`src/verilog/edge_data_pkg.sv`:
```
////////////////////
// Shared definitions for the edge-data read path
// Widths of vertex, address, data and cache-line fields
// Buffer depths and almost-full margin
// Read command codes and configure-field positions
////////////////////

package edge_data_pkg;

	typedef logic [31:0]  vertex_id_t;
	typedef logic [63:0]  address_t;
	typedef logic [31:0]  data_word_t;
	typedef logic [511:0] cacheline_t;
	typedef logic [3:0]   word_offset_t;
	typedef logic [63:0]  configure_t;
	typedef logic [7:0]   cu_id_t;

	// Encodings follow the host bus read commands
	typedef enum logic [12:0] {
		READ_CL_NA = 13'h0A00,
		READ_CL_S  = 13'h0A50
	} command_code_t;

	////////////////////
	// Address formatting
	////////////////////

	localparam int       DATA_SIZE_READ     = 4;
	localparam int       CACHELINE_BYTES    = 64;
	localparam address_t ADDRESS_ALIGN_MASK = ~address_t'(CACHELINE_BYTES - 1);

	////////////////////
	// Buffers
	////////////////////

	localparam int JOB_BUFFER_DEPTH     = 16;
	localparam int BUFFER_ALFULL_MARGIN = 4;
	localparam int BUFFER_PTR_WIDTH     = $clog2(JOB_BUFFER_DEPTH);

	// Command entry is the widest payload
	localparam int BUFFER_WIDTH = $bits(command_code_t) + $bits(vertex_id_t) + $bits(address_t);

	typedef logic [BUFFER_PTR_WIDTH-1:0] buffer_ptr_t;
	typedef logic [BUFFER_PTR_WIDTH:0]   buffer_count_t;

	// Compute unit identity and configure fields
	localparam cu_id_t CU_ID          = 8'd1;
	localparam int     CFG_SHARED_BIT = 13;

endpackage

```
`src/verilog/sync_fifo.sv`:
```
////////////////////
// sync_fifo
// First-word-fall-through register buffer
// Full, almost-full and empty levels plus a pop valid strobe
////////////////////

`timescale 1ns/10ps

module sync_fifo (
	input  logic                                 clock,
	input  logic                                 rstn,
	input  logic                                 push,
	input  logic [edge_data_pkg::BUFFER_WIDTH-1:0] data_in,
	input  logic                                 pop,
	output logic [edge_data_pkg::BUFFER_WIDTH-1:0] data_out,
	output logic                                 valid,
	output logic                                 full,
	output logic                                 alfull,
	output logic                                 empty
);
	import edge_data_pkg::*;

	logic [BUFFER_WIDTH-1:0] mem [JOB_BUFFER_DEPTH];
	buffer_ptr_t             wr_ptr;
	buffer_ptr_t             rd_ptr;
	buffer_count_t           count;
	logic                    do_push;
	logic                    do_pop;

	// Ignore pushes when full and pops when empty
	assign do_push = push && !full;
	assign do_pop  = pop && !empty;

	always_ff @(posedge clock or negedge rstn) begin
		if (!rstn) begin
			wr_ptr <= '0;
			rd_ptr <= '0;
			count  <= '0;
		end else begin
			if (do_push)
				wr_ptr <= wr_ptr + 1'b1;
			if (do_pop)
				rd_ptr <= rd_ptr + 1'b1;
			case ({do_push, do_pop})
				2'b10:   count <= count + 1'b1;
				2'b01:   count <= count - 1'b1;
				default: count <= count;
			endcase
		end
	end

	// Storage array
	always_ff @(posedge clock) begin
		if (do_push)
			mem[wr_ptr] <= data_in;
	end

	// Head is visible before the pop
	assign data_out = mem[rd_ptr];
	assign valid    = do_pop;
	assign empty    = (count == '0);
	assign full     = (count == buffer_count_t'(JOB_BUFFER_DEPTH));
	// Fewer than the margin of slots left
	assign alfull   = (count > buffer_count_t'(JOB_BUFFER_DEPTH - BUFFER_ALFULL_MARGIN));

endmodule

```
`src/verilog/edge_data_control.sv`:
```
////////////////////
// edge_data_control
// Enable and configure capture
// Edge job buffer and read command formatting
// Command buffer with bus request and grant
////////////////////

`timescale 1ns/10ps

module edge_data_control (
	input  logic                          clock,
	input  logic                          rstn,
	input  logic                          enabled_in,
	input  edge_data_pkg::configure_t     cu_configure,
	input  logic                          wed_base_valid,
	input  edge_data_pkg::address_t       wed_base,
	input  logic                          edge_job_valid,
	input  edge_data_pkg::vertex_id_t     edge_job_dest,
	output logic                          edge_request,
	input  logic                          read_command_bus_grant,
	output logic                          read_command_bus_request,
	output logic                          read_command_valid,
	output edge_data_pkg::address_t       read_command_address,
	output edge_data_pkg::command_code_t  read_command_code,
	output edge_data_pkg::vertex_id_t     read_command_tag,
	output edge_data_pkg::cu_id_t         read_command_cu_id
);
	import edge_data_pkg::*;

	logic                          enabled;
	logic                          cmd_enable;
	configure_t                    cfg_latched;
	logic                          wed_base_valid_r;
	address_t                      wed_base_r;
	logic                          job_valid_r;
	vertex_id_t                    job_dest_r;
	logic                          grant_r;

	logic [BUFFER_WIDTH-1:0]       job_head;
	logic                          job_pop;
	logic                          job_valid;
	logic                          job_alfull;
	logic                          job_empty;
	vertex_id_t                    job_dest;

	logic                          cmd_push;
	address_t                      cmd_address;
	command_code_t                 cmd_code;
	vertex_id_t                    cmd_tag;

	logic [BUFFER_WIDTH-1:0]       cmd_head;
	logic                          cmd_valid;
	logic                          cmd_alfull;
	logic                          cmd_empty;
	address_t                      cmd_head_address;
	vertex_id_t                    cmd_head_tag;
	logic [$bits(command_code_t)-1:0] cmd_head_code;

	////////////////////
	// Enable and inputs
	////////////////////

	always_ff @(posedge clock or negedge rstn) begin
		if (!rstn) begin
			enabled          <= 1'b0;
			cmd_enable       <= 1'b0;
			cfg_latched      <= '0;
			wed_base_valid_r <= 1'b0;
			job_valid_r      <= 1'b0;
			grant_r          <= 1'b0;
		end else begin
			enabled          <= enabled_in;
			cmd_enable       <= enabled && (|cfg_latched) && wed_base_valid_r;
			wed_base_valid_r <= wed_base_valid;
			job_valid_r      <= edge_job_valid;
			grant_r          <= read_command_bus_grant;
			// A zero word keeps the last setting
			if (|cu_configure)
				cfg_latched <= cu_configure;
		end
	end

	always_ff @(posedge clock) begin
		wed_base_r <= wed_base;
		job_dest_r <= edge_job_dest;
	end

	////////////////////
	// Edge job buffer
	////////////////////

	assign edge_request = enabled && !job_alfull;
	assign job_pop      = cmd_enable && !job_empty && !cmd_alfull;
	assign job_dest     = job_head[$bits(vertex_id_t)-1:0];

	sync_fifo job_buffer_i (
		.clock    (clock),
		.rstn     (rstn),
		.push     (job_valid_r),
		.data_in  (BUFFER_WIDTH'(job_dest_r)),
		.pop      (job_pop),
		.data_out (job_head),
		.valid    (job_valid),
		.full     (),
		.alfull   (job_alfull),
		.empty    (job_empty)
	);

	////////////////////
	// Command formatting
	////////////////////

	always_ff @(posedge clock or negedge rstn) begin
		if (!rstn)
			cmd_push <= 1'b0;
		else
			cmd_push <= job_valid;
	end

	// Cache line holding the vertex word
	always_ff @(posedge clock) begin
		if (job_valid) begin
			cmd_address <= wed_base_r +
				((address_t'(job_dest) << $clog2(DATA_SIZE_READ)) & ADDRESS_ALIGN_MASK);
			cmd_tag     <= job_dest;
			cmd_code    <= cfg_latched[CFG_SHARED_BIT] ? READ_CL_S : READ_CL_NA;
		end
	end

	////////////////////
	// Command buffer
	////////////////////

	assign read_command_bus_request = !cmd_empty;
	assign {cmd_head_code, cmd_head_tag, cmd_head_address} = cmd_head;

	sync_fifo command_buffer_i (
		.clock    (clock),
		.rstn     (rstn),
		.push     (cmd_push),
		.data_in  ({cmd_code, cmd_tag, cmd_address}),
		.pop      (grant_r),
		.data_out (cmd_head),
		.valid    (cmd_valid),
		.full     (),
		.alfull   (cmd_alfull),
		.empty    (cmd_empty)
	);

	// Head registered onto the bus
	always_ff @(posedge clock or negedge rstn) begin
		if (!rstn)
			read_command_valid <= 1'b0;
		else
			read_command_valid <= cmd_valid;
	end

	always_ff @(posedge clock) begin
		if (cmd_valid) begin
			read_command_address <= cmd_head_address;
			read_command_tag     <= cmd_head_tag;
			read_command_code    <= command_code_t'(cmd_head_code);
			read_command_cu_id   <= CU_ID;
		end
	end

endmodule

```
`config.mk`:
```
export PLATFORM = sky130hd
export DESIGN_NAME = edge_data_control
export DESIGN_NICKNAME = d
export VERILOG_FILES = /design/src/verilog/edge_data_pkg.sv /design/src/verilog/sync_fifo.sv /design/src/verilog/edge_data_control.sv
export SDC_FILE = /design/constraint.sdc
export NUM_CORES = 2
export LEC_CHECK = 0
export BUFFER_PORTS_ARGS = -buffer_cell sky130_fd_sc_hd__buf_4
export CORE_MARGIN = 2
export CORE_UTILIZATION = 65
export CTS_BUF_LIST = sky130_fd_sc_hd__clkbuf_8
export DETAILED_ROUTE_END_ITERATION = 12
export PLACE_DENSITY = 0.83
export SYNTH_ARGS = -nofsm -noshare
export SYNTH_HDL_FRONTEND = slang
export SYNTH_SLANG_ARGS = --single-unit
```
`constraint.sdc`:
```
create_clock -name clock -period 26.2 [get_ports clock]
set_input_delay 1.31 -clock clock [delete_from_list [all_inputs] [get_ports clock]]
set_output_delay 1.31 -clock clock [all_outputs]
set_load 0.02 [all_outputs]
```
Word level (Yosys, flattened, before mapping)
Memory sizes are Yosys's and may differ from the RTL's. A register that Yosys moved wholly into a read port is not among the register bits.
Cells that the tools add are included.
{"block": "word_totals", "reg_bits": 302, "ramBits": 2256, "inputBits": 166, "word_cells": 66, "memories": 2}
{"block": "op_classes", "add_sub_neg": 9, "magnitude_cmp": 2, "eq_ne": 6, "mux": 7, "reduce_logical": 21}
{"memory": "command_buffer_i.mem", "depth": 16, "word_bits": 109, "read_ports": 1, "rd_ports_with_merged_regs": 1, "wr": 1, "line": "sync_fifo.sv:23", "rtl": "logic [BUFFER_WIDTH-1:0] mem [JOB_BUFFER_DEPTH];"}
{"memory": "job_buffer_i.mem", "depth": 16, "word_bits": 32, "read_ports": 1, "rd_ports_with_merged_regs": 0, "wr": 1, "line": "sync_fifo.sv:23"}
{"cell": "64-bit OR reduction", "n": 2}
{"cell": "64-bit by 34-bit adder with 64-bit output", "n": 1}
{"cell": "5-bit one-hot mux with 2 select lines", "n": 2}
{"cell": "4-bit by 1-bit adder with 4-bit output, second input constant", "n": 4}
{"cell": "5-bit by 1-bit adder with 5-bit output, second input constant", "n": 2}
{"cell": "5-bit == test, second input constant", "n": 2}
{"cell": "5-bit by 4-bit greater-than comparator with 1-bit output, second input constant", "n": 2}
{"cell": "5-bit zero test", "n": 2}
{"cell": "5-bit by 1-bit subtractor with 5-bit output, second input constant", "n": 2}
{"cell": "1-bit logical AND", "n": 9}
{"cell": "7-bit two-way mux", "n": 1}
{"cell": "1-bit zero test", "n": 6}
{"cell": "2-bit by 1-bit == test with 1-bit output, second input constant", "n": 2}
{"cell": "2-bit == test, second input constant", "n": 2}
{"cell": "1-bit two-way mux", "n": 4}
{"cell": "2-bit nonzero test", "n": 2}

Logic depth before layout (Yosys ltp)
{"block": "logic_depth", "depth_word": 7, "depth_mapped": 16}

By module
From an unflattened synthesis, not the netlist that was laid out.
{"block": "hier_totals", "cells_unflattened": 7497, "hier_area_um2": 148705.1}
{"mod": "sync_fifo", "n_inst": 2, "cells_each": 3331, "area_per_inst_um2": 67815.0}
{"mod": "edge_data_control", "n_inst": 1, "cells_each": 835, "area_per_inst_um2": 13075.0}

Worst setup path before layout
No wires, ideal clock.
{"block": "synth_timing", "kind": "reg-to-reg", "start": "register command_buffer_i.count[0]", "end": "memory command_buffer_i.mem[3][0] (netlist bit) (enable)", "setup_ns": 0.671, "arrival_ns": 7.703, "required_time_ns": 25.529, "slack_ns": 17.826, "path_stages_with_launch": 5, "n_path_buf": 0, "path_cell_list": "dfrtp_1 > nor4_1 > a21boi_1 > nand2_1 > nor3_1"}
{"block": "synth_via", "elab_chain_cells": 5}
{"element": "start, declared", "line": "sync_fifo.sv:26", "rtl": "buffer_count_t count;"}
{"element": "start signal, assigned", "line": "sync_fifo.sv:45", "rtl": "2'b10: count <= count + 1'b1;"}
{"element": "start signal, assigned", "line": "sync_fifo.sv:46", "rtl": "2'b01: count <= count - 1'b1;"}
{"element": "start signal, assigned", "line": "sync_fifo.sv:47", "rtl": "default: count <= count;"}
{"element": "5-bit == test", "line": "sync_fifo.sv:62", "rtl": "assign full = (count == buffer_count_t'(JOB_BUFFER_DEPTH));"}
{"element": "1-bit zero test", "line": "sync_fifo.sv:31", "rtl": "assign do_push = push && !full;"}
{"element": "1-bit logical AND", "line": "sync_fifo.sv:31"}
{"element": "1-bit two-way mux", "line": "sync_fifo.sv:54", "rtl": "if (do_push)"}
{"element": "1-bit two-way mux (implied by the code)", "line": "sync_fifo.sv:55", "rtl": "mem[wr_ptr] <= data_in;"}
{"element": "end, declared", "line": "sync_fifo.sv:23"}
No other way between the ends.

Final worst setup path
{"block": "layout_timing", "start": "register job_buffer_i.rd_ptr[0]", "end": "register cmd_address[47] (data pin)"}
{"block": "layout_via", "elab_chain_cells": 2}
{"element": "start, declared", "line": "sync_fifo.sv:25", "rtl": "buffer_ptr_t rd_ptr;"}
{"element": "start signal, assigned", "line": "sync_fifo.sv:43", "rtl": "rd_ptr <= rd_ptr + 1'b1;"}
{"element": "memory read 16 x 32 bit"}
{"element": "via job_buffer_i.data_out, one bit", "line": "sync_fifo.sv:15", "rtl": "output logic [edge_data_pkg::BUFFER_WIDTH-1:0] data_out,"}
{"element": "64-bit by 34-bit adder with 64-bit output", "line": "edge_data_control.sv:123", "rtl": "cmd_address <= wed_base_r +"}
{"element": "end signal, assigned", "line": "edge_data_control.sv:123"}
{"element": "end, declared", "line": "edge_data_control.sv:47", "rtl": "address_t cmd_address;"}
The timed path passes the listed nets, and every way through them passes these cells.
A chain may end at the register's enable or synchronous reset.

==> impl_metrics.env <==
export IMPL_status="finished, final reports clean"
export IMPL_fill_cells=7105
export IMPL_vias_after_detailed_routing=43900
export IMPL_cellPowerDensity_nw_per_um2=108
export IMPL_clock_skew_ps=80.4
export IMPL_post_route_drc_count=0
export IMPL_critical_path_startpoint_type="flop"
export IMPL_clock_root_buffer="sky130_fd_sc_hd__clkbuf_8"
export IMPL_drt_pre_antenna_iters=7
export IMPL_io_buffers=266
export IMPL_cts_max_level=5
export IMPL_gr_usage_all_layers=0.305
export IMPL_timing_final_ws_setup_ps=19430
export IMPL_max_clock_path_buffers=4
export IMPL_ant_nets=0
export IMPL_required_ps=26950
export IMPL_post_synth_inst_count=3818
export IMPL_cp_endpoint="cmd_address[47]$_DFFE_PP_"
export IMPL_r2r_start="job_buffer_i.rd_ptr[0]$_DFFE_PN0P_"
export IMPL_timing_setup_tns_ps=0
export IMPL_largest_area_contributor_in_the_synthesized_netlist="sky130_fd_sc_hd__edfxtp_1"
export IMPL_finalSetupViolations=0
export IMPL_timing_max_slew_rel_slack=0.218
export IMPL_intPower_w=0.00778
export IMPL_clk_latency_ps=1070
export IMPL_worst_max_slew_pin_slew_ps=1170
export IMPL_hold_buffers=0
export IMPL_critical_path_slowest_cell="sky130_fd_sc_hd__buf_4"
export IMPL_floorplan_rows=137
export IMPL_criticalPathCategory="flop to flop"
export IMPL_synth_cell_type_count=55
export IMPL_cts_resized=0
export IMPL_switching_share_of_power=0.299
export IMPL_drv_cap=0
export IMPL_cts_buffers_inserted=381
export IMPL_routed_wire_length_per_instance_um=32.6
export IMPL_synth_seq_cells=2451
export IMPL_crit_chain="buf_4 -> buf_4 -> mux4_2 -> mux4_2 -> ha_1 -> nand4_1 -> inv_1 -> and4_4 -> o311ai_4 -> a211oi_4 -> o21ai_0 -> xnor2_1"
export IMPL_p_seq_frac=0.468
export IMPL_grt_start_max_net_pins=112
export IMPL_rr_endpoint="cmd_address[47]$_DFFE_PP_"
export IMPL_combinational_fraction_of_design_power=0.263
export IMPL_timing_critical_path_to_type="flop"
export IMPL_worst_ir_drop_vdd_mv=0.0868
export IMPL_number_of_antenna_violations_at_the_first_check_in_global_routing=13
export IMPL_worst_r2r_setup_slack_ps=19430
export IMPL_chipHeight_um=379
export IMPL_final_max_slew_viol_count=0
export IMPL_pre_cts_slack_ps=19570
export IMPL_ys_top_cells_by_area="sky130_fd_sc_hd__edfxtp_1 74%, sky130_fd_sc_hd__mux4_2 16%, sky130_fd_sc_hd__dfrtp_1 2.7%, sky130_fd_sc_hd__dfxtp_1 2.1%, sky130_fd_sc_hd__a21o_1 0.68%"
export IMPL_post_route_cells_drive_above_1_share=0.326
export IMPL_final_min_clock_period_ps=6770
export IMPL_critPathLaunch="job_buffer_i.rd_ptr[0]$_DFFE_PN0P_"
export IMPL_tritoncts="done"
export IMPL_cts_post_setup_buffers_inserted=0
export IMPL_number_of_flops_mapped_to_enable_cells_by_yosys=2258
export IMPL_wirelength_mm=213
export IMPL_first_pass_grt_wire_length_mm=308
export IMPL_detailedRoute_firstIterationViolations=6164
export IMPL_fmax_mhz=148
export IMPL_post_synth_cell_area_avg_um2=23.9
export IMPL_synth_top_flop_cell="sky130_fd_sc_hd__edfxtp_1"
export IMPL_final_cell_mix="2258 x sky130_fd_sc_hd__edfxtp_1, 645 x sky130_fd_sc_hd__mux4_2, 415 x sky130_fd_sc_hd__clkbuf_8, 325 x sky130_fd_sc_hd__buf_4, 137 x sky130_fd_sc_hd__inv_1"
export IMPL_initial_utilization=0.654
export IMPL_grt_ovfl_total=0
export IMPL_cts_reportedPaths_clkPinSlew_ps=70
export IMPL_worst_r2r_cell_count=12
export IMPL_power_switching_w=0.00332
export IMPL_period_share=0.258
export IMPL_final_common_cell="sky130_fd_sc_hd__edfxtp_1"
export IMPL_die_width_um=379
export IMPL_layout_nets=4581
export IMPL_die_area_um2=143000
export IMPL_core_area_um2=140000
export IMPL_globalplace_congestion=0.852
export IMPL_crit_path_max_incr_delay_ps=950
export IMPL_clkSinkCount=2451
export IMPL_i_o_pin_total=286
export IMPL_areaGrowthSynthToFinish_pct=12.7
export IMPL_static_leakage_power_nw=34.1
export IMPL_dp_hpwl_mm=115
export IMPL_via_count_of_the_first_global_routing_pass=45600
export IMPL_worstPathMaxFanout=52
export IMPL_rsz0062_at_grt="false"
export IMPL_synth_seq_area_share=0.790
export IMPL_layout_core_utilization=0.737
export IMPL_min_path_type="input port to asynchronous set/reset pin"
export IMPL_share_clk_of_total_power=0.269
export IMPL_async_flop_share=0.0396
export IMPL_detail_route_vias_per_cell=6.71
export IMPL_syn_cell_area_um2=91300
export IMPL_report_final_hold_viol_count=0
export IMPL_yosys_warnings=0
export IMPL_synth_top_cell_area_share=0.743
export IMPL_arrival_ps=7520
-- critical path, delay by kind of cell, from the launching register on --
family,cells,cell delay (ps)
buffers and inverters,3,1960
AO/OA/AOI/OAI,3,1350
multiplexers,2,1240
flip-flops,1,820
adder cells (fa/ha/maj),1,410
AND/OR/NAND/NOR,2,400
XOR/XNOR,1,220
-- cell usage after synthesis, drive strengths merged, types with 37 or more instances --
library cell,n
a21o,83
buf,83
clkbuf,105
dfrtp,97
dfxtp,96
edfxtp,2258
ha,46
mux4,645
nand2,46
nor2,42
nor4,37
xnor2,59
-- state kept, by name (all words and copies together), names as in the netlist, 5 cells and up --
signal                  flops
cfg_latched                64
cmd_address                64
cmd_tag                    32
command_buffer_i.count      5
command_buffer_i.mem     1552
job_buffer_i.count          5
job_buffer_i.mem          512
job_dest_r                 32
read_command_address       64
read_command_tag           32
wed_base_r                 64
-- how the worst min path moves through the flow --
| stage | startpoint | end | slack (ps) |
|---|---|---|---|
| 6_report | rstn | job_buffer_i.rd_ptr[3]$_DFFE_PN0P_ | 300 |
| 5_1_grt | wed_base[13] | wed_base_r[13]$_DFF_P_ | 300 |
| 4_1_cts | rstn | job_buffer_i.rd_ptr[3]$_DFFE_PN0P_ | 230 |
| 3_5_place_dp | wed_base_r[4]$_DFF_P_ | cmd_address[4]$_DFFE_PP_ | 390 |
| 3_3_place_gp | wed_base_r[3]$_DFF_P_ | cmd_address[3]$_DFFE_PP_ | 390 |
| 2_1_floorplan | wed_base_r[0]$_DFF_P_ | cmd_address[0]$_DFFE_PP_ | 390 |
-- routing by layer --
layer	global-route usage	up-vias	part of all wire
li1	-	17300	-
met1	0.418	22800	0.34
met2	0.489	3186	0.50
met3	0.0697	497	0.12
met4	0.114	14	0.037
met5	0	-	0.00031
-- power groups by stage --
stage | Sequential [W] | Clock [W] | Combinational (W)
floorplan | 0.00515 | 0 | 0.00202
detailed placement | 0.00527 | 0 | 0.00289
finish | 0.00520 | 0.00299 | 0.00292
global route | 0.00523 | 0.00318 | 0.00306
CTS | 0.00520 | 0.00303 | 0.00292
global placement | 0.00524 | 0 | 0.00279
-- cells by family after synthesis --
kind of cell               Yosys count  synth area share
DFF                               2451             0.790
adders and majority gates           49           0.00696
other                                2         0.0000823
AOI/OAI and AO/OA                  192            0.0153
buffers and inverters              211           0.00998
xor gates and xnor gates            72           0.00691
muxes                              648             0.160
and+or+nand+nor                    193            0.0109
-- layout make-up --
type	instances	area, um^2	share of cell area
Tap cell	1876	2350	0.0228
Inverter	23	86.3	0.000839
Antenna cell	4	10.0	0.0000973
Clock inverter	261	1380	0.0134
Sequential cell	2451	72200	0.701
Multi-Input combinational cell	1173	18500	0.180
Clock buffer	415	5710	0.0555
Timing Repair Buffer	336	2660	0.0259
-- stage by stage --
step	hold WS (ps)	area [um^2]	power, W	instances
floorplan	386	91300	0.00717	3835
global placement	391	95800	0.00802	5859
detailed placement	390	95800	0.00816	5859
CTS	231	103000	0.0111	6535
global route	302	103000	0.0115	6536
finish	295	103000	0.0111	6539
(Power assumes the default switching activity.)
